===== config.mk =====
export PLATFORM = sky130hd
export DESIGN_NAME = rename_table_flat
export DESIGN_NICKNAME = d
export VERILOG_FILES = /design/src/hdl/isa_pkg.sv /design/src/hdl/core_types_pkg.sv /design/src/hdl/core_ifs.sv /design/src/hdl/rename_table.sv /design/src/flat_wrapper.sv
export VERILOG_INCLUDE_DIRS = /design/src /design/src/hdl
export SDC_FILE = /design/constraint.sdc
export NUM_CORES = 1
export LEC_CHECK = 0
export BUFFER_PORTS_ARGS = -buffer_cell sky130_fd_sc_hd__clkbuf_2
export CAP_MARGIN = 25
export CORE_MARGIN = 2
export CORE_UTILIZATION = 55
export DETAILED_ROUTE_END_ITERATION = 10
export GPL_ROUTABILITY_DRIVEN = 0
export GPL_TIMING_DRIVEN = 0
export PLACE_DENSITY = 0.72
export SETUP_SLACK_MARGIN = 0.05
export SYNTH_ARGS = -nofsm -noshare
export SYNTH_HDL_FRONTEND = slang
export SYNTH_SLANG_ARGS = --single-unit

===== constraint.sdc =====
create_clock -name clock -period 1.8 [get_ports clock]
set_input_delay 0.09 -clock clock [delete_from_list [all_inputs] [get_ports clock]]
set_output_delay 0.09 -clock clock [all_outputs]
set_load 0.05 [all_outputs]

===== src/hdl/core_macros.svh =====
// Core sizing macros

`ifndef CORE_MACROS_SVH
`define CORE_MACROS_SVH

// Reorder buffer entries
`define ROB_DEPTH 16

// Physical register count, tag 0 is the zero register
`define PRF_DEPTH 48

// Architectural register count
`define ARCH_REGS 32

// Tags left over once every architectural register has a mapping
`define FREE_DEPTH (`PRF_DEPTH - `ARCH_REGS)

// Result width
`define XLEN 64

`endif


===== src/hdl/isa_pkg.sv =====
// Architectural definitions

package isa_pkg;

  //////////////////////////////////////////////////
  // Register file view
  //////////////////////////////////////////////////

  typedef logic [4:0] arch_idx_t;  // r0 .. r31

  // Reads as zero, writes are dropped
  localparam arch_idx_t ZERO_REG = 5'd31;

  //////////////////////////////////////////////////
  // Instruction words
  //////////////////////////////////////////////////

  typedef logic [31:0] inst_t;

  // Stops the core once it commits
  localparam inst_t HALT_INST = 32'h0000_0555;

endpackage


===== src/hdl/core_types_pkg.sv =====
// Rename core types

`include "core_macros.svh"

package core_types_pkg;

  import isa_pkg::*;

  //////////////////////////////////////////////////
  // Index and data types
  //////////////////////////////////////////////////

  typedef logic [$clog2(`PRF_DEPTH)-1:0] phys_tag_t;
  typedef logic [$clog2(`ROB_DEPTH)-1:0] rob_idx_t;
  typedef logic [`XLEN-1:0]              data_t;

  // Physical zero register
  localparam phys_tag_t ZERO_TAG = '0;

  //////////////////////////////////////////////////
  // Reorder buffer record
  //////////////////////////////////////////////////

  typedef struct packed {
    arch_idx_t dest;     // Architectural destination
    phys_tag_t new_tag;  // Mapping made at dispatch
    phys_tag_t old_tag;  // Mapping it replaced, freed on commit
    inst_t     ir;
    logic      done;     // Result has been written
  } rob_entry_t;

endpackage


===== src/hdl/core_ifs.sv =====
// Dispatch and retire interfaces

// One dispatch slot, seen by every block that allocates
interface dispatch_if import isa_pkg::*, core_types_pkg::*; ();

  logic      alloc;    // Dispatch fires this cycle
  arch_idx_t dest;
  inst_t     ir;
  phys_tag_t new_tag;  // From the free list
  phys_tag_t old_tag;  // From the rename table
  rob_idx_t  rob_idx;  // Tail slot of the reorder buffer

  modport control (
    output alloc,
    input  dest
  );

  // Register alias table
  modport rat (
    input  alloc, dest, new_tag,
    output old_tag
  );

  modport list (
    input  alloc, dest,
    output new_tag
  );

  modport rob (
    input  alloc, dest, ir, new_tag, old_tag,
    output rob_idx
  );

  modport regfile (
    input alloc, new_tag
  );

endinterface



===== src/hdl/rename_table.sv =====
// Register alias table

`include "core_macros.svh"

module rename_table import isa_pkg::*, core_types_pkg::*; (
  input  logic       clock,
  input  logic       rst_n,
  dispatch_if.rat    dispatch,
  input  arch_idx_t  query_idx,
  output phys_tag_t  query_tag
);

  phys_tag_t map_q [`ARCH_REGS];  // Youngest mapping per register
  logic      map_we;

  // r31 is never written, it keeps ZERO_TAG from reset
  assign map_we = dispatch.alloc && (dispatch.dest != ZERO_REG);

  always_ff @(posedge clock or negedge rst_n)
  begin
    if (!rst_n)
    begin
      // r maps to tag r+1, r31 to the zero tag
      for (int i = 0; i < `ARCH_REGS; i++)
      begin
        if (i == int'(ZERO_REG))
          map_q[i] <= ZERO_TAG;
        else
          map_q[i] <= phys_tag_t'(i + 1);
      end
    end
    else if (map_we)
    begin
      map_q[dispatch.dest] <= dispatch.new_tag;
    end
  end

  //////////////////////////////////////////////////
  // Lookups
  //////////////////////////////////////////////////

  // Tag being replaced, goes into the reorder buffer
  assign dispatch.old_tag = map_q[dispatch.dest];

  assign query_tag = map_q[query_idx];  // Architectural read port

endmodule


===== src/flat_wrapper.sv =====
// flat-port wrapper written by rule: the top's interface ports become plain ports
module rename_table_flat import isa_pkg::*, core_types_pkg::*;
  (clock, rst_n, query_idx, query_tag, dispatch_alloc, dispatch_dest, dispatch_new_tag, dispatch_old_tag);
  dispatch_if dispatch_i ();
  input  logic clock;
  input  logic rst_n;
  input  arch_idx_t query_idx;
  output phys_tag_t query_tag;
  input wire logic [$bits(dispatch_i.alloc)-1:0] dispatch_alloc;
  input wire logic [$bits(dispatch_i.dest)-1:0] dispatch_dest;
  input wire logic [$bits(dispatch_i.new_tag)-1:0] dispatch_new_tag;
  output wire logic [$bits(dispatch_i.old_tag)-1:0] dispatch_old_tag;
  assign dispatch_i.alloc = dispatch_alloc;
  assign dispatch_i.dest = dispatch_dest;
  assign dispatch_i.new_tag = dispatch_new_tag;
  assign dispatch_old_tag = dispatch_i.old_tag;
  rename_table u_core (.clock(clock), .rst_n(rst_n), .dispatch(dispatch_i), .query_idx(query_idx), .query_tag(query_tag));
endmodule

==> impl_metrics.yaml <==
cells_and_area:
  top_register: "u_core.map_q"
  layout-drive-gt1-share: 0.642
  largest_reg_flops: 192
  num-nets-final: 783
  area_growth_pct: 15.5
  antennaDiodeCount: 0
  fill_cells: 1357
  reg_top3: "u_core.map_q (192)"
setup_path:
  crit_chain: "mux4_2 > a22o_1 > nor3_1 > nand3_1 > clkbuf_8"
  slowest_stage: "mux4_2"
  reg2regPathDepth: 2
  path_max_fanout: 2
  worstPathArrival_ps: 2170
  path_class: "flip-flop to output pin"
  crit_path_start_kind: "flip-flop"
  cp.required_ps: 1710
  max_stage_delay_ps: 500
  worstSetupEndpointType: "output pin"
route:
  num_vias: 7305
  antenna_left: 0
  drc: 0
  drt-pass1-iter-count: 9
  avgRoutedWirePerCell_um: 33.0
  initialDrtViolationCount: 829
  viasPerCell: 7.23
  routed_wl_um: 33400
status:
  violations: "setup timing"
  status: "finished with violations"
sta:
  worst_slack_ps: -462
  finalCriticalPeriod_ps: 2260
  hold_viol_final: 0
  worst_slew_pin_slew_ps: 897
  finalCritPeriodShare: 1.26
  rsz0062_at_grt: "true"
  finalMaxSlewViolations: 0
  skew_ps: 0
  tns_ps: -3720
  fmax_ghz: 0.442
  setup_viol: 12
  relSlewSlack: 0.402
clock_tree:
  cts_tree: "done"
  cts_num_sinks: 192
  clk_pin_slew_ps: 70
  cts_root_buffer: "clkbuf_16"
  htree_num_levels: 4
  clk_latency_ps: 440
  numCtsBuffers: 17
  clock_path_buffers: 2
hold_path:
  min_path_type: "input port to async pin"
power:
  power_frac_comb: 0.242
  pwr_density_cell_nw_per_um2: 1100
  swShare: 0.298
  p_int_w: 0.00944
  fin_total_pwr_w: 0.0134
  p_clk_frac: 0.306
  switching_power_w: 0.00400
  ir_drop_uv: 703
  seq_power_share: 0.452
  p_leak_nw: 4.90
global_route:
  grt_pass1_wl_um: 49400
  grt_max_degree: 125
  grt_pass1_vias: 7556
  gr-total-overflow: 0
  antenna_found_initial: 0
  grt.total_usage: 0.344
placed_design:
  dp_hpwl_um: 23300
  io_buffers: 27
  post-place-ws_ps: -736
job:
  cap_viol_max_count: 0
yosys:
  syn_nets: 724
  synth_ff_type: "dfrtp_1"
  yosysMostFrequentCell: "mux2_2"
  synth_top_cell_by_area: "dfrtp_1"
  synth_common_cells: "182 x mux2_2, 112 x dfrtp_1, 80 x dfstp_2, 76 x mux4_2, 40 x mux2i_1"
  syn-instance-count: 705
  avgSynthCellArea_um2: 15.0
  synth.area.top_cells: "dfrtp_1 26%, dfstp_2 20%, mux2_2 19%"
  yosys.area.top_type_share: 0.265
  yosysSeqAreaShare: 0.463
  netlist_area_um2: 10600
  ys_warn_count: 0
  synth_edf_count: 0
  synth_seq_cells: 192
  synth.distinct_cells: 44
  async_flop_share: 1.00
floorplanning:
  fp.dieH_um: 143
  fp.dieArea_um2: 20400
  core_um2: 18800
  start_util: 0.564
  fp.dieW_um: 143
  ios: 31
  row_count: 50
cells in the final DEF, fill, tap and decap left out, drive strengths merged, types with 2 or more instances in the layout:
cell type    netlist  layout
or3b               5       5
a22oi              7       7
mux2i             40      40
nand4b             3       3
nand3              4       4
a21oi              2       2
nor3b              4       4
nand4              6       6
mux2             186     186
nor2b              2       2
a22o               5       5
inv                2       7
o22ai             34      34
nand2             11      11
or3                2       2
dfrtp            112     112
nor4               6       6
clkinv             0       2
bufinv             0       4
buf               28      37
o32ai              9       9
dlygate4sd3        0       7
nor3               2       2
nor2              34      34
nand3b             8       8
mux4              76      76
dfstp             80      80
clkinvlp           0       3
clkbuf            29      71
area by class of cell:
class                           count  area, µm²  area share
Timing Repair Buffer               40        395      0.0323
Multi-Input combinational cell    454       5660       0.463
Sequential cell                   192       4910       0.401
Clock buffer                       18        429      0.0351
Buffer                             57        333      0.0272
Tap cell                          234        293      0.0240
Inverter                            2       7.51    0.000614
Clock inverter                     14        203      0.0166
power by group through the flow:
stage | registers (W) | logic, W | clock network, W
finish | 0.00607 | 0.00325 | 0.00411
global route | 0.00616 | 0.00339 | 0.00430
CTS | 0.00603 | 0.00317 | 0.00412
detailed placement | 0.00610 | 0.00289 | 0
global placement | 0.00602 | 0.00281 | 0
floorplan | 0.00583 | 0.00216 | 0
metal layers:
metal | global-route usage | vias to the layer above | share of wire
li1 | - | 2888 | -
met1 | 0.458 | 3885 | 0.39
met2 | 0.525 | 442 | 0.46
met3 | 0.114 | 90 | 0.11
met4 | 0.142 | 0 | 0.044
met5 | 0 | - | 0
worst max-delay path: cells and delay by family (launching register included):
kind	cells	cell delay, ps
multiplexers	1	500
flip-flops	1	440
AND/OR/NAND/NOR	2	300
AO/OA/AOI/OAI	1	270
buffers and inverters	1	220
per-stage QoR:
stage | hold slack (ps) | cell area [µm²] | std cells | util
2_1_floorplan | -206 | 10700 | 705 | -
3_3_place_gp | 369 | 11100 | 966 | 0.592
3_5_place_dp | 126 | 11100 | 967 | 0.594
4_1_cts | 232 | 12200 | 1010 | 0.649
5_1_grt | 254 | 12200 | 1011 | 0.651
6_report | 221 | 12200 | 1011 | 0.651
path summary, 6_finish.rpt:
path	from	end	slack (ps)
max	u_core.map_q[97]$_DFFE_PN0P_	dispatch_old_tag[1]	-460
min	rst_n	u_core.map_q[143]$_DFFE_PN0P_	220
max reg2reg	u_core.map_q[97]$_DFFE_PN0P_	u_core.map_q[97]$_DFFE_PN0P_	830
min reg2reg	u_core.map_q[2]$_DFFE_PN0P_	u_core.map_q[2]$_DFFE_PN0P_	490
max in group asynchronous	rst_n	u_core.map_q[38]$_DFFE_PN0P_	560
min in group clock	dispatch_dest[1]	u_core.map_q[21]$_DFFE_PN1P_	350
kinds of logic (layout without fill, tap and decap cells):
| logic type | Yosys count | after routing | synth area share |
|---|---|---|---|
| muxes | 302 | 302 | 0.397 |
| AOI/OAI and AO/OA | 59 | 59 | 0.0389 |
| DFF | 192 | 192 | 0.463 |
| and+or+nand+nor | 93 | 93 | 0.0709 |
| buffers and inverters | 59 | 131 | 0.0297 |
what timing repair did:
action	in CTS	in global routing
pin swaps	15	5
resized for setup	61	10
endpoints found under the hold margin	52	0
buffers inserted	4	1
hold buffers	7	0
cloned	0	0
setup endpoints to repair	12	12
No activity file was read; power rests on OpenSTA's default activity.
