## src/hdl/core_macros.svh

```systemverilog
// Core sizing macros

`ifndef CORE_MACROS_SVH
`define CORE_MACROS_SVH

// Reorder buffer entries
`define ROB_DEPTH 16

// Physical register count, tag 0 is the zero register
`define PRF_DEPTH 48

// Architectural register count
`define ARCH_REGS 32

// Tags left over once every architectural register has a mapping
`define FREE_DEPTH (`PRF_DEPTH - `ARCH_REGS)

// Result width
`define XLEN 64

`endif

```

## src/hdl/isa_pkg.sv

```systemverilog
// Architectural definitions

package isa_pkg;

  //////////////////////////////////////////////////
  // Register file view
  //////////////////////////////////////////////////

  typedef logic [4:0] arch_idx_t;  // r0 .. r31

  // Reads as zero, writes are dropped
  localparam arch_idx_t ZERO_REG = 5'd31;

  //////////////////////////////////////////////////
  // Instruction words
  //////////////////////////////////////////////////

  typedef logic [31:0] inst_t;

  // Stops the core once it commits
  localparam inst_t HALT_INST = 32'h0000_0555;

endpackage

```

## src/hdl/core_types_pkg.sv

```systemverilog
// Rename core types

`include "core_macros.svh"

package core_types_pkg;

  import isa_pkg::*;

  //////////////////////////////////////////////////
  // Index and data types
  //////////////////////////////////////////////////

  typedef logic [$clog2(`PRF_DEPTH)-1:0] phys_tag_t;
  typedef logic [$clog2(`ROB_DEPTH)-1:0] rob_idx_t;
  typedef logic [`XLEN-1:0]              data_t;

  // Physical zero register
  localparam phys_tag_t ZERO_TAG = '0;

  //////////////////////////////////////////////////
  // Reorder buffer record
  //////////////////////////////////////////////////

  typedef struct packed {
    arch_idx_t dest;     // Architectural destination
    phys_tag_t new_tag;  // Mapping made at dispatch
    phys_tag_t old_tag;  // Mapping it replaced, freed on commit
    inst_t     ir;
    logic      done;     // Result has been written
  } rob_entry_t;

endpackage

```

## src/hdl/core_ifs.sv

```systemverilog
// Dispatch and retire interfaces

// One dispatch slot, seen by every block that allocates
interface dispatch_if import isa_pkg::*, core_types_pkg::*; ();

  logic      alloc;    // Dispatch fires this cycle
  arch_idx_t dest;
  inst_t     ir;
  phys_tag_t new_tag;  // From the free list
  phys_tag_t old_tag;  // From the rename table
  rob_idx_t  rob_idx;  // Tail slot of the reorder buffer

  modport control (
    output alloc,
    input  dest
  );

  // Register alias table
  modport rat (
    input  alloc, dest, new_tag,
    output old_tag
  );

  modport list (
    input  alloc, dest,
    output new_tag
  );

  modport rob (
    input  alloc, dest, ir, new_tag, old_tag,
    output rob_idx
  );

  modport regfile (
    input alloc, new_tag
  );

endinterface

// Head of the reorder buffer and the commit strobe
interface retire_if import isa_pkg::*, core_types_pkg::*; ();

  logic      head_done;
  arch_idx_t dest;
  phys_tag_t new_tag;
  phys_tag_t old_tag;
  inst_t     ir;
  logic      commit;  // Head leaves this cycle

  modport control (
    input  head_done, ir,
    output commit
  );

  modport list (
    input commit, dest, old_tag
  );

  modport rob (
    output head_done, dest, new_tag, old_tag, ir,
    input  commit
  );

  modport regfile (
    input new_tag
  );

endinterface

```

## src/hdl/free_list.sv

```systemverilog
// Physical tag free list

`include "core_macros.svh"

module free_list import isa_pkg::*, core_types_pkg::*; (
  input  logic      clock,
  input  logic      rst_n,
  dispatch_if.list  dispatch,
  retire_if.list    retire,
  output logic      list_empty
);

  localparam int PTR_W = $clog2(`FREE_DEPTH);

  typedef logic [PTR_W-1:0] ptr_t;
  typedef logic [PTR_W:0]   cnt_t;

  phys_tag_t slots [`FREE_DEPTH];
  ptr_t      head;   // Next tag handed out
  ptr_t      tail;   // Next slot for a freed tag
  cnt_t      count;
  logic      pop;
  logic      push;

  assign pop  = dispatch.alloc && (dispatch.dest != ZERO_REG);
  assign push = retire.commit && (retire.old_tag != ZERO_TAG);

  assign list_empty       = (count == '0);
  assign dispatch.new_tag = (dispatch.dest == ZERO_REG) ? ZERO_TAG : slots[head];

  //////////////////////////////////////////////////
  // Queue state
  //////////////////////////////////////////////////

  always_ff @(posedge clock or negedge rst_n)
  begin
    if (!rst_n)
    begin
      for (int i = 0; i < `FREE_DEPTH; i++)
      begin
        slots[i] <= phys_tag_t'(`ARCH_REGS + i);  // Tags 32 .. 47
      end
      head  <= '0;
      tail  <= '0;
      count <= cnt_t'(`FREE_DEPTH);
    end
    else
    begin
      if (push)
      begin
        slots[tail] <= retire.old_tag;
        tail        <= tail + 1'b1;
      end
      if (pop)
        head <= head + 1'b1;
      count <= count + cnt_t'(push) - cnt_t'(pop);
    end
  end

  // Dispatch must have been stalled by the control block
  assert property (@(posedge clock) disable iff (!rst_n)
    pop |-> !list_empty);

  // A real destination always held a real tag before this writer
  assert property (@(posedge clock) disable iff (!rst_n)
    retire.commit && (retire.dest != ZERO_REG) |-> retire.old_tag != ZERO_TAG);

endmodule

```

## src/flat_wrapper.sv

```systemverilog
// flat-port wrapper written by rule: the top's interface ports become plain ports
module free_list_flat import isa_pkg::*, core_types_pkg::*;
  (clock, rst_n, list_empty, dispatch_alloc, dispatch_dest, dispatch_new_tag, retire_commit, retire_dest, retire_old_tag);
  dispatch_if dispatch_i ();
  retire_if retire_i ();
  input  logic clock;
  input  logic rst_n;
  output logic list_empty;
  input wire logic [$bits(dispatch_i.alloc)-1:0] dispatch_alloc;
  input wire logic [$bits(dispatch_i.dest)-1:0] dispatch_dest;
  output wire logic [$bits(dispatch_i.new_tag)-1:0] dispatch_new_tag;
  input wire logic [$bits(retire_i.commit)-1:0] retire_commit;
  input wire logic [$bits(retire_i.dest)-1:0] retire_dest;
  input wire logic [$bits(retire_i.old_tag)-1:0] retire_old_tag;
  assign dispatch_i.alloc = dispatch_alloc;
  assign dispatch_i.dest = dispatch_dest;
  assign dispatch_new_tag = dispatch_i.new_tag;
  assign retire_i.commit = retire_commit;
  assign retire_i.dest = retire_dest;
  assign retire_i.old_tag = retire_old_tag;
  free_list u_core (.clock(clock), .rst_n(rst_n), .dispatch(dispatch_i), .retire(retire_i), .list_empty(list_empty));
endmodule
```

## config.mk

```make
export PLATFORM = sky130hd
export DESIGN_NAME = free_list_flat
export DESIGN_NICKNAME = d
export VERILOG_FILES = /design/src/hdl/isa_pkg.sv /design/src/hdl/core_types_pkg.sv /design/src/hdl/core_ifs.sv /design/src/hdl/free_list.sv /design/src/flat_wrapper.sv
export VERILOG_INCLUDE_DIRS = /design/src /design/src/hdl
export SDC_FILE = /design/constraint.sdc
export NUM_CORES = 1
export LEC_CHECK = 0
export ABC_CLOCK_PERIOD_IN_PS = 3000
export BUFFER_PORTS_ARGS = -buffer_cell sky130_fd_sc_hd__buf_2
export CORE_MARGIN = 2
export CORE_UTILIZATION = 35
export DETAILED_ROUTE_END_ITERATION = 7
export SYNTH_ARGS = -nofsm -noshare
export SYNTH_HDL_FRONTEND = slang
export SYNTH_SLANG_ARGS = --single-unit
```

## constraint.sdc

```tcl
create_clock -name clock -period 3 [get_ports clock]
set_input_delay 0.6 -clock clock [delete_from_list [all_inputs] [get_ports clock]]
set_output_delay 0.6 -clock clock [all_outputs]
set_load 0.02 [all_outputs]
```

==> results_dict.tcl <==
set metrics [dict create \
    start_util_pct 35.3 \
    clk_latency_ns 0.35 \
    slew_violations 0 \
    htree_levels 3 \
    grt_usage_pct 14.7 \
    num_vias 2976 \
    wl_per_cell_um 19.1 \
    period_share_pct 94.4 \
    rows 45 \
    path_class "reg -> out" \
    finalSetupViolations 0 \
    yosysTopAreaCellShare_pct 28.3 \
    antenna_found_initial 0 \
    drt_pass1_iterations 4 \
    gp_congestion 0.704 \
    crit_start "u_core.head[0]$_DFFE_PN0P_" \
    ys_async_sr_fraction_pct 100 \
    synth_nets 383 \
    irDropWorstVdd_uv 429 \
    drc 0 \
    drt_iter0_markers 154 \
    powerDensity_nw_per_um2 1130 \
    cap_violations 0 \
    hold_path.class "in -> async" \
    fin_nets 415 \
    dp_cells 560 \
    syn_to_final_growth_pct 13.1 \
    cts_tree "yes" \
    fin_skew_ns 0.00499 \
    synth_area_per_cell_sq_um 15.1 \
    synth-edff-count 0 \
    antenna_cells 0 \
    die_h_um 127 \
    drt-total-wl_um 11000 \
    finalSetupTns_ns 0 \
    fin_cells 576 \
    via_per_inst 5.17 \
    drive_gt1_share_pct 61.9 \
    drtAntennaViolNets 0 \
    synth_seq_cells 109 \
    ys_warn_count 0 \
    cts_buffers 9 \
    ctsRootBufferMaster "clkbuf_16" \
    ctsHoldBuffers 0 \
    pre_cts_ws_ns 0.248 \
    dieArea_sq_um 16200 \
    grt_pass1_wl_um 18000 \
    crit_required_ns 2.40 \
    hold_viol_final 0 \
    relSlewSlack_pct 41.1 \
    grt_pass1_vias 3227 \
    post-dp-hpwl_um 7570 \
    rsz0062_at_grt "false" \
    synth_ff_type "dfrtp_1" \
    endpoint_kind "primary output" \
    synth.distinct_cells 32 \
    design_area_sq_um 6010 \
    fillers 1401 \
    dpl_cell_area_sq_um 5720 \
    io_pins 27 \
    clk_pin_slew_worst_paths_ns 0.07 \
    post-synth-top-count-cell "mux2_2" \
    yosys-top-cells-count "103 x mux2_2, 60 x dfrtp_1, 49 x dfstp_2" \
    r2r-start "u_core.tail[2]$_DFFE_PN0P_" \
    final_util_pct 40.0 \
    synth_area_leaders "dfrtp_1 28%, dfstp_2 24%, mux2_2 22%, mux4_2 10%, ha_1 2.6%" \
    grt_max_degree 63 \
    status "finished, final reports clean" \
    clock_sinks 109 \
    synth_seq_area_share_pct 52.5 \
    critPathLaunchType "flop" \
    netlist_instances 351 \
    setup_slack_ns 0.167 \
    gr-total-overflow 0 \
    port_buffers 21 \
    yosys.area.top_type "dfrtp_1" \
    tightest_slew_ns 0.881 \
    fp.dieW_um 127 \
    crit_arrival_ns 2.23 \
    p_leak_nw 2.49 \
    path_max_fanout 9 \
    period_needed_ns 2.83 \
    fmax_mhz 353 \
    coreArea_sq_um 15000 \
    synth_area_sq_um 5310 \
    clk_path_buf_depth 2 \
]
[area by class of cell]
cell class	instances	area [sq um]	area share (%)
clock buffer	13	260	4.33
clock inverter	3	20.0	0.333
inverter	10	37.5	0.624
multi-input combinational	214	2410	40.0
sequential	109	2790	46.4
tap	188	235	3.91
timing repair buffer	39	263	4.37
[registers in the layout, summed over array words and instances (netlist names)]
name / count
u_core.head: 4
u_core.tail: 4
u_core.count: 5
u_core.slots: 96
[power by group]
part | total, mW | internal (mW) | leakage (nW) | switching (mW)
sequential | 2.87 | 2.41 | 1.25 | 0.460
clock | 1.13 | 0.608 | 0.132 | 0.522
combinational | 2.76 | 1.56 | 1.12 | 1.20
[path summary, 6_finish.rpt]
check / to / slack [ns] / cells past startpoint
max in group asynchronous: u_core.slots[73]$_DFFE_PN1P_ / 1.93 / 2
min in group clock: u_core.slots[6]$_DFFE_PN0P_ / 0.50 / 1
min: u_core.slots[4]$_DFFE_PN0P_ / 0.26 / 1
min reg2reg: u_core.slots[6]$_DFFE_PN0P_ / 0.50 / 1
max reg2reg: u_core.slots[85]$_DFFE_PN0P_ / 0.79 / 4
max: dispatch_new_tag[3] / 0.17 / 6
[placed cells by master (no fill, tap or decap), types with 2 or more instances in the layout]
cell type / instances
buf_6: 2
xor2_1: 2
buf_2: 20
mux2_2: 103
nand3_1: 7
nand2_1: 7
clkbuf_16: 9
inv_1: 10
mux2i_1: 6
clkinvlp_4: 2
nand2_2: 2
clkbuf_8: 2
nor2_1: 10
mux4_2: 24
dfstp_2: 49
nand4_4: 4
o21ai_0: 7
and3_1: 2
buf_4: 16
ha_1: 11
xnor2_1: 8
a21oi_1: 8
clkbuf_1: 2
nand3_2: 2
dfrtp_1: 60
nor3_1: 2
[logic make-up (layout without fill, tap and decap cells)]
logic type	Yosys count	after routing	synth area share (%)
AND/OR/NAND/NOR	40	40	5.11
adder cells (fa/ha/maj)	12	12	2.97
XOR/XNOR	10	10	1.65
AO/OA/AOI/OAI	19	19	2.45
buffers and inverters	28	65	2.21
flip-flops	109	109	52.5
multiplexers	133	133	33.1
[worst max-delay path, stage by stage, from the launching register on]
cell     delay, ns
dfrtp_1       0.40
buf_6         0.20
mux4_2        0.53
mux2_2        0.27
o21ai_0       0.21
a21oi_1       0.07
buf_2         0.18
[layer usage]
| layer | track usage [%] | up-vias | part of all wire, % |
|---|---|---|---|
| met5 | 0 | - | 0 |
| met4 | 3.30 | 0 | 1.0 |
| met3 | 4.19 | 11 | 2.9 |
| met2 | 24.5 | 30 | 49 |
| met1 | 19.3 | 1580 | 47 |
| li1 | - | 1355 | - |
[stage by stage]
step	power, mW	hold WS, ns
after floorplan	4.95	0.304
final	6.77	0.264
after global routing	7.22	0.300
after CTS	6.85	0.273
after detailed placement	5.69	0.488
after global placement	5.57	0.482
[repair_timing]
action | CTS | global route
gates resized for setup | 0 | 2
setup buffers | 0 | 0
setup endpoints to repair | 0 | 1
(Power assumes the default switching activity.)
