**config.mk**
```make
export PLATFORM = sky130hd
export DESIGN_NAME = rename_ctrl_flat
export DESIGN_NICKNAME = d
export VERILOG_FILES = /design/src/hdl/isa_pkg.sv /design/src/hdl/core_types_pkg.sv /design/src/hdl/core_ifs.sv /design/src/hdl/rename_ctrl.sv /design/src/flat_wrapper.sv
export VERILOG_INCLUDE_DIRS = /design/src /design/src/hdl
export SDC_FILE = /design/constraint.sdc
export NUM_CORES = 1
export LEC_CHECK = 0
export ABC_AREA = 1
export BUFFER_PORTS_ARGS = -buffer_cell sky130_fd_sc_hd__buf_4
export CAP_MARGIN = 20
export CORE_AREA = 10 10 47 49
export DETAILED_ROUTE_END_ITERATION = 12
export DIE_AREA = 0 0 57 59
export PLACE_DENSITY = 0.63
export SLEW_MARGIN = 40
export SYNTH_ARGS = -nofsm -noshare
export SYNTH_HDL_FRONTEND = slang
export SYNTH_SLANG_ARGS = --single-unit
```
**constraint.sdc**
```tcl
create_clock -name clock -period 1.2 [get_ports clock]
set_input_delay 0.18 -clock clock [delete_from_list [all_inputs] [get_ports clock]]
set_output_delay 0.18 -clock clock [all_outputs]
set_load 0.005 [all_outputs]
```
**src/hdl/core_macros.svh**
```systemverilog
// Core sizing macros

`ifndef CORE_MACROS_SVH
`define CORE_MACROS_SVH

// Reorder buffer entries
`define ROB_DEPTH 16

// Physical register count, tag 0 is the zero register
`define PRF_DEPTH 48

// Architectural register count
`define ARCH_REGS 32

// Tags left over once every architectural register has a mapping
`define FREE_DEPTH (`PRF_DEPTH - `ARCH_REGS)

// Result width
`define XLEN 64

`endif

```
**src/hdl/isa_pkg.sv**
```systemverilog
// Architectural definitions

package isa_pkg;

  //////////////////////////////////////////////////
  // Register file view
  //////////////////////////////////////////////////

  typedef logic [4:0] arch_idx_t;  // r0 .. r31

  // Reads as zero, writes are dropped
  localparam arch_idx_t ZERO_REG = 5'd31;

  //////////////////////////////////////////////////
  // Instruction words
  //////////////////////////////////////////////////

  typedef logic [31:0] inst_t;

  // Stops the core once it commits
  localparam inst_t HALT_INST = 32'h0000_0555;

endpackage

```
**src/hdl/core_types_pkg.sv**
```systemverilog
// Rename core types

`include "core_macros.svh"

package core_types_pkg;

  import isa_pkg::*;

  //////////////////////////////////////////////////
  // Index and data types
  //////////////////////////////////////////////////

  typedef logic [$clog2(`PRF_DEPTH)-1:0] phys_tag_t;
  typedef logic [$clog2(`ROB_DEPTH)-1:0] rob_idx_t;
  typedef logic [`XLEN-1:0]              data_t;

  // Physical zero register
  localparam phys_tag_t ZERO_TAG = '0;

  //////////////////////////////////////////////////
  // Reorder buffer record
  //////////////////////////////////////////////////

  typedef struct packed {
    arch_idx_t dest;     // Architectural destination
    phys_tag_t new_tag;  // Mapping made at dispatch
    phys_tag_t old_tag;  // Mapping it replaced, freed on commit
    inst_t     ir;
    logic      done;     // Result has been written
  } rob_entry_t;

endpackage

```
**src/hdl/core_ifs.sv**
```systemverilog
// Dispatch and retire interfaces

// One dispatch slot, seen by every block that allocates
interface dispatch_if import isa_pkg::*, core_types_pkg::*; ();

  logic      alloc;    // Dispatch fires this cycle
  arch_idx_t dest;
  inst_t     ir;
  phys_tag_t new_tag;  // From the free list
  phys_tag_t old_tag;  // From the rename table
  rob_idx_t  rob_idx;  // Tail slot of the reorder buffer

  modport control (
    output alloc,
    input  dest
  );

  // Register alias table
  modport rat (
    input  alloc, dest, new_tag,
    output old_tag
  );

  modport list (
    input  alloc, dest,
    output new_tag
  );

  modport rob (
    input  alloc, dest, ir, new_tag, old_tag,
    output rob_idx
  );

  modport regfile (
    input alloc, new_tag
  );

endinterface

// Head of the reorder buffer and the commit strobe
interface retire_if import isa_pkg::*, core_types_pkg::*; ();

  logic      head_done;
  arch_idx_t dest;
  phys_tag_t new_tag;
  phys_tag_t old_tag;
  inst_t     ir;
  logic      commit;  // Head leaves this cycle

  modport control (
    input  head_done, ir,
    output commit
  );

  modport list (
    input commit, dest, old_tag
  );

  modport rob (
    output head_done, dest, new_tag, old_tag, ir,
    input  commit
  );

  modport regfile (
    input new_tag
  );

endinterface

```
**src/hdl/rename_ctrl.sv**
```systemverilog
// Dispatch and commit control

module rename_ctrl import isa_pkg::*; (
  input  logic               clock,
  input  logic               rst_n,
  input  logic               dispatch_valid,
  output logic               dispatch_ready,
  input  logic               rob_full,
  input  logic               list_empty,
  output logic               halted,
  dispatch_if.control        dispatch,
  retire_if.control          retire
);

  logic needs_tag;  // Destination takes a tag from the free list

  //////////////////////////////////////////////////
  // Dispatch
  //////////////////////////////////////////////////

  assign needs_tag = (dispatch.dest != ZERO_REG);

  // r31 never renames, so an empty free list does not stall it
  assign dispatch_ready = !rob_full && !(list_empty && needs_tag) && !halted;
  assign dispatch.alloc = dispatch_valid && dispatch_ready;

  //////////////////////////////////////////////////
  // Commit and halt
  //////////////////////////////////////////////////

  assign retire.commit = retire.head_done && !halted;

  always_ff @(posedge clock or negedge rst_n)
  begin
    if (!rst_n)
    begin
      halted <= 1'b0;
    end
    else if (retire.commit && (retire.ir == HALT_INST))
    begin
      halted <= 1'b1;  // Held until reset
    end
  end

  // The free list only runs dry when every reorder buffer slot holds a renamed tag
  assert property (@(posedge clock) disable iff (!rst_n)
    list_empty |-> rob_full);

endmodule

```
**src/flat_wrapper.sv**
```systemverilog
// flat-port wrapper written by rule: the top's interface ports become plain ports
module rename_ctrl_flat import isa_pkg::*;
  (clock, rst_n, dispatch_valid, dispatch_ready, rob_full, list_empty, halted, dispatch_alloc, dispatch_dest, retire_head_done, retire_ir, retire_commit);
  dispatch_if dispatch_i ();
  retire_if retire_i ();
  input  logic clock;
  input  logic rst_n;
  input  logic dispatch_valid;
  output logic dispatch_ready;
  input  logic rob_full;
  input  logic list_empty;
  output logic halted;
  output wire logic [$bits(dispatch_i.alloc)-1:0] dispatch_alloc;
  input wire logic [$bits(dispatch_i.dest)-1:0] dispatch_dest;
  input wire logic [$bits(retire_i.head_done)-1:0] retire_head_done;
  input wire logic [$bits(retire_i.ir)-1:0] retire_ir;
  output wire logic [$bits(retire_i.commit)-1:0] retire_commit;
  assign dispatch_alloc = dispatch_i.alloc;
  assign dispatch_i.dest = dispatch_dest;
  assign retire_i.head_done = retire_head_done;
  assign retire_i.ir = retire_ir;
  assign retire_commit = retire_i.commit;
  rename_ctrl u_core (.clock(clock), .rst_n(rst_n), .dispatch_valid(dispatch_valid), .dispatch_ready(dispatch_ready), .rob_full(rob_full), .list_empty(list_empty), .halted(halted), .dispatch(dispatch_i), .retire(retire_i));
endmodule
```
==> flow_summary.ini, run 1 <==
[floorplan]
die_area_mm2 = 0.00336
start_util_pct = 15.4
num_io_pins = 47
die_x_um = 57
rows = 14
die_h_um = 59
coreArea_mm2 = 0.00140

[power]
power_uw = 175
clkPwrFrac_pct = 0
leakage_nw = 0.329
ir_worst_vdd_uv = 120
swShare_pct = 19.5
p_per_area_mw_per_mm2 = 292
p_seq_share_pct = 19.6
switchingPower_uw = 34.2
p_comb_share_pct = 80.4
p_int_uw = 141

[synthesis]
synth_common_cells = nor2_1, nand2_1, inv_1, nand3_1
syn_avg_cell_area_um2 = 5.12
ys_seq_area_share_pct = 11.6
syn_inst = 42
synth_seq_cells = 1
synth_nets = 85
synthTopCellsByArea = nor2_1, nand2_1, dfrtp_1
yosys.area.top_type = nor2_1
synth.most_common_cell = nor2_1
synthArstFlopShare_pct = 100
synth.cell_area_um2 = 215
yosys_warnings = 0
synth_edf_count = 0
ys.flop_type = dfrtp_1
synth_top_cell_area_share_pct = 29.7
ys_types = 13

[worst_setup_path]
critPathKind = reg -> out
worst_setup_path_start_kind = flip-flop
crit_required_ns = 1.02
crit_fanout = 2
end_kind = output pin
critPathArrivalTime_ns = 0.91

[layout]
nFillCells = 167
nets = 135
areaGrowthSynthToFinish_pct = 178
multiInputGateArea_um2 = 171
n_antenna_cell = 0
top_regs = u_core.halted: 1 flops
regMostFlops = u_core.halted
ff_latch_area_um2 = 25.0
drive_gt1_share_pct = 55.6
largest_reg_flops = 1

[clocking]
clkTransAtPathRegs_ns = 0
clk_latency_ns = 0
ctsResizeCount = 0
post_cts_buffers = 0
cts-hold-fix-buffers = 1

[worst_hold_path]
hold_path_class = in -> async

[drt]
wl_per_cell_um = 11.2
vias = 419
wl_um = 1190
first_pass_iters = 2
drc = 0
detail-route-antenna-nets = 0
via_per_inst = 3.95
drtIter0Drc = 3

[timing]
whs_ns = 0.502
fin_setup_tns_ns = 0
setup_viol = 0
max_freq_mhz = 920
finalMaxSlewViolations = 0
skew_ns = 0
hold_violations = 0
tightest_slew_ns = 0.130
grt_setup_unrepaired = no
fin_crit_ns = 1.09
period_share_pct = 90.6
slew_headroom_pct = 91.3

[outcome]
run_status = finished, final reports clean

[global_routing]
use_met1_pct = 8.52
grt_use_met2_pct = 10.4
grt_pass1_vias = 440
grt-ovfl-total = 0
antenna_found_initial = 0
grt_pass1_wl_um = 1860
grt_util_met3_pct = 1.93
grt.busiest_layer = met2
grt_start_max_net_pins = 5
grtUsageTotal_pct = 6.38

[placed_design]
place.gp.congestion = 0.636
dp_hpwl_um = 1140
io_buffers = 46

[job]
max-cap-violations = 0
==> power groups by stage <==
stage	registers [mW]	clock network (mW)	logic, mW
CTS	0.0343	0	0.143
detailed placement	0.0343	0	0.140
finish	0.0343	0	0.141
floorplan	0.0343	0	0.0269
global route	0.0343	0	0.156
global placement	0.0343	0	0.137
==> layout make-up <==
| type | count | share of cell area [%] |
|---|---|---|
| Inverter | 5 | 3.14 |
| Multi-Input combinational cell | 36 | 28.7 |
| Sequential cell | 1 | 4.18 |
| Tap cell | 16 | 3.35 |
| Timing Repair Buffer | 48 | 60.7 |
==> stage by stage <==
step                cell area (um2)  setup WS [ns]  util (%)  instances
floorplan                       215          0.203         -         42
detailed placement              588          0.106      42.0        105
global route                    598         0.0684      42.7        106
global placement                588          0.155      42.0        105
finish                          598          0.113      42.7        106
CTS                             598          0.102      42.7        106
==> worst paths after layout <==
kind                                from        endpoint  slack, ns  cells past startpoint
min in group clock          retire_ir[1]   u_core.halted       0.54                      6
max                        u_core.halted  dispatch_alloc       0.11                      3
min reg2reg                u_core.halted   u_core.halted       0.58                      2
max reg2reg                u_core.halted   u_core.halted       0.24                      6
max in group asynchronous          rst_n   u_core.halted       0.62                      2
min                                rst_n   u_core.halted       0.50                      2
==> placed cells by master, fill, tap and decap left out <==
master,count
or2_1,1
or2_0,1
nor2_1,17
nand2_1,8
buf_4,47
nand4_1,1
dfrtp_1,1
dlygate4sd3_1,1
o21bai_2,1
nor2_2,1
inv_1,5
and2_0,1
o21a_1,1
nor3b_2,1
nand3_1,3
==> cells by family (layout without fill, tap and decap cells) <==
logic type	Yosys count	count (layout)	synth area share, %
buffers and inverters	5	53	8.72
AOI/OAI and AO/OA	2	2	8.72
DFF	1	1	11.6
and+or+nand+nor	34	34	70.9
==> worst max-delay path: stages, from the launching register on <==
cell and delay, ns:
dfrtp_1 0.35, or2_1 0.23, nor3b_2 0.19, buf_4 0.14
==> routing by layer <==
metal	wire length, um	vias up	share of wire (%)
li1	-	225	-
met1	527	163	44
met2	523	31	44
met3	136	0	11
met4	0	0	0
met5	0	-	0
No activity file was read; power rests on OpenSTA's default activity.
==> run 2, diff against run 1 <==
--- a/config.mk
+++ b/config.mk
@@ -13,7 +13,8 @@
 export DETAILED_ROUTE_END_ITERATION = 12
 export DIE_AREA = 0 0 57 59
 export PLACE_DENSITY = 0.63
-export SLEW_MARGIN = 40
+export RECOVER_POWER = 25
+export SLEW_MARGIN = 30
 export SYNTH_ARGS = -nofsm -noshare
 export SYNTH_HDL_FRONTEND = slang
 export SYNTH_SLANG_ARGS = --single-unit
==> run 2 against run 1 <==
Power fell by 0.10%. Critical path depth is the same. Sequential share of layout area unchanged. Global-route usage unchanged. Via count stayed put. Hold slack gained 0.018 ns. Cell count is the same. Combinational power about the same. Fmax stayed put. Critical path type unchanged.
==> flow_summary.ini, run 2 (synthesized netlist as in run 1, its figures left out) <==
[floorplan]
die_x_um = 57
coreArea_mm2 = 0.00140
die_area_mm2 = 0.00336
rows = 14
start_util_pct = 15.4
die_h_um = 59
num_io_pins = 47

[worst_setup_path]
crit_required_ns = 1.02
slowest_stage = dfrtp_1
r2r_start = u_core.halted
timing.rr.end = u_core.halted
critPathArrivalTime_ns = 0.91
ff2ff_setup_slack_ns = 0.24
path_cells = or2_1, nor3b_2, buf_4
end_kind = output pin
worst_setup_path_start_kind = flip-flop
max_stage_delay_ns = 0.35
critPathKind = reg -> out
crit_fanout = 2
reg2reg_depth = 6

[power]
leakage_nw = 0.329
clkPwrFrac_pct = 0
p_comb_share_pct = 80.3
ir_worst_vdd_uv = 120
p_int_uw = 141
p_per_area_mw_per_mm2 = 292
switchingPower_uw = 34.2
p_seq_share_pct = 19.7
swShare_pct = 19.6

[layout]
nets = 135
regMostFlops = u_core.halted
fin_cells = 106
final_common_cell = buf_4
fin_area_um2 = 598
top_regs = u_core.halted: 1 flops
final_cell_mix = buf_4, nor2_1, nand2_1
largest_reg_flops = 1
drive_gt1_share_pct = 55.6
areaGrowthSynthToFinish_pct = 178
n_antenna_cell = 0

[global_routing]
grt-ovfl-total = 0
antenna_found_initial = 0
grt_pass1_vias = 440
grt_start_max_net_pins = 5
grtUsageTotal_pct = 6.38
grt_pass1_wl_um = 1860

[timing]
skew_ns = 0
setup_viol = 0
fin_crit_ns = 1.09
finalMaxSlewViolations = 0
slew_headroom_pct = 91.3
max_freq_mhz = 920
whs_ns = 0.521
tightest_slew_ns = 0.130
grt_setup_unrepaired = no
setup_ws_ns = 0.113
period_share_pct = 90.6
hold_violations = 0
fin_setup_tns_ns = 0

[drt]
detail-route-antenna-nets = 0
wl_per_cell_um = 11.2
first_pass_iters = 2
drc = 0
via_per_inst = 3.95
wl_um = 1190
vias = 419
drtIter0Drc = 3

[placed_design]
dpl_cell_area_um2 = 588
place.gp.congestion = 0.636
dp.cells = 105
pre_cts_slack_ns = 0.106
io_buffers = 46
dp_hpwl_um = 1140

[worst_hold_path]
hold_path_class = in -> async

[outcome]
run_status = finished, final reports clean

[clocking]
clk_latency_ns = 0
clkTransAtPathRegs_ns = 0
ctsResizeCount = 0

[job]
max-cap-violations = 0
-- run 2: how the worst max path moves through the flow --
stage / from / end / slack, ns / cells past startpoint
finish: u_core.halted / dispatch_alloc / 0.11 / 3
detailed placement: u_core.halted / dispatch_alloc / 0.11 / 3
floorplan: u_core.halted / dispatch_alloc / 0.20 / 2
global route: u_core.halted / dispatch_alloc / 0.07 / 3
CTS: u_core.halted / dispatch_alloc / 0.10 / 3
global placement: u_core.halted / dispatch_alloc / 0.15 / 3
-- run 2: cell type report --
cell class	instances	area [um2]
tap	16	20.0
timing repair buffer	48	363
fill	167	803
inverter	5	18.8
sequential	1	25.0
multi-input combinational	36	171
-- run 2: critical path, delay by kind of cell, from the launching register on --
kind                   cells  cell delay [ns]
buffers and inverters      1             0.14
and+or+nand+nor            2             0.42
DFF                        1             0.35
-- run 2: repair_timing --
action | CTS | global route
endpoints found under the hold margin | 1 | 0
hold buffers | 1 | 0
setup buffers | 0 | 0
-- run 2: per-layer routing --
| metal | wire length, um | track usage (%) |
|---|---|---|
| met1 | 527 | 8.52 |
| met2 | 521 | 10.4 |
| met3 | 136 | 1.93 |
| met4 | 0 | 0 |
| met5 | 0 | 0 |
-- run 2: metrics by stage --
stage	util, %	power (mW)
after floorplan	-	0.0612
after global placement	42.0	0.171
after detailed placement	42.0	0.174
after CTS	42.7	0.177
after global routing	42.7	0.190
final	42.7	0.175
-- run 2: power by group through the flow --
| stage | logic, mW | registers [mW] | clock network (mW) |
|---|---|---|---|
| global route | 0.156 | 0.0343 | 0 |
| finish | 0.140 | 0.0343 | 0 |
| global placement | 0.137 | 0.0343 | 0 |
| floorplan | 0.0269 | 0.0343 | 0 |
| CTS | 0.143 | 0.0343 | 0 |
| detailed placement | 0.140 | 0.0343 | 0 |
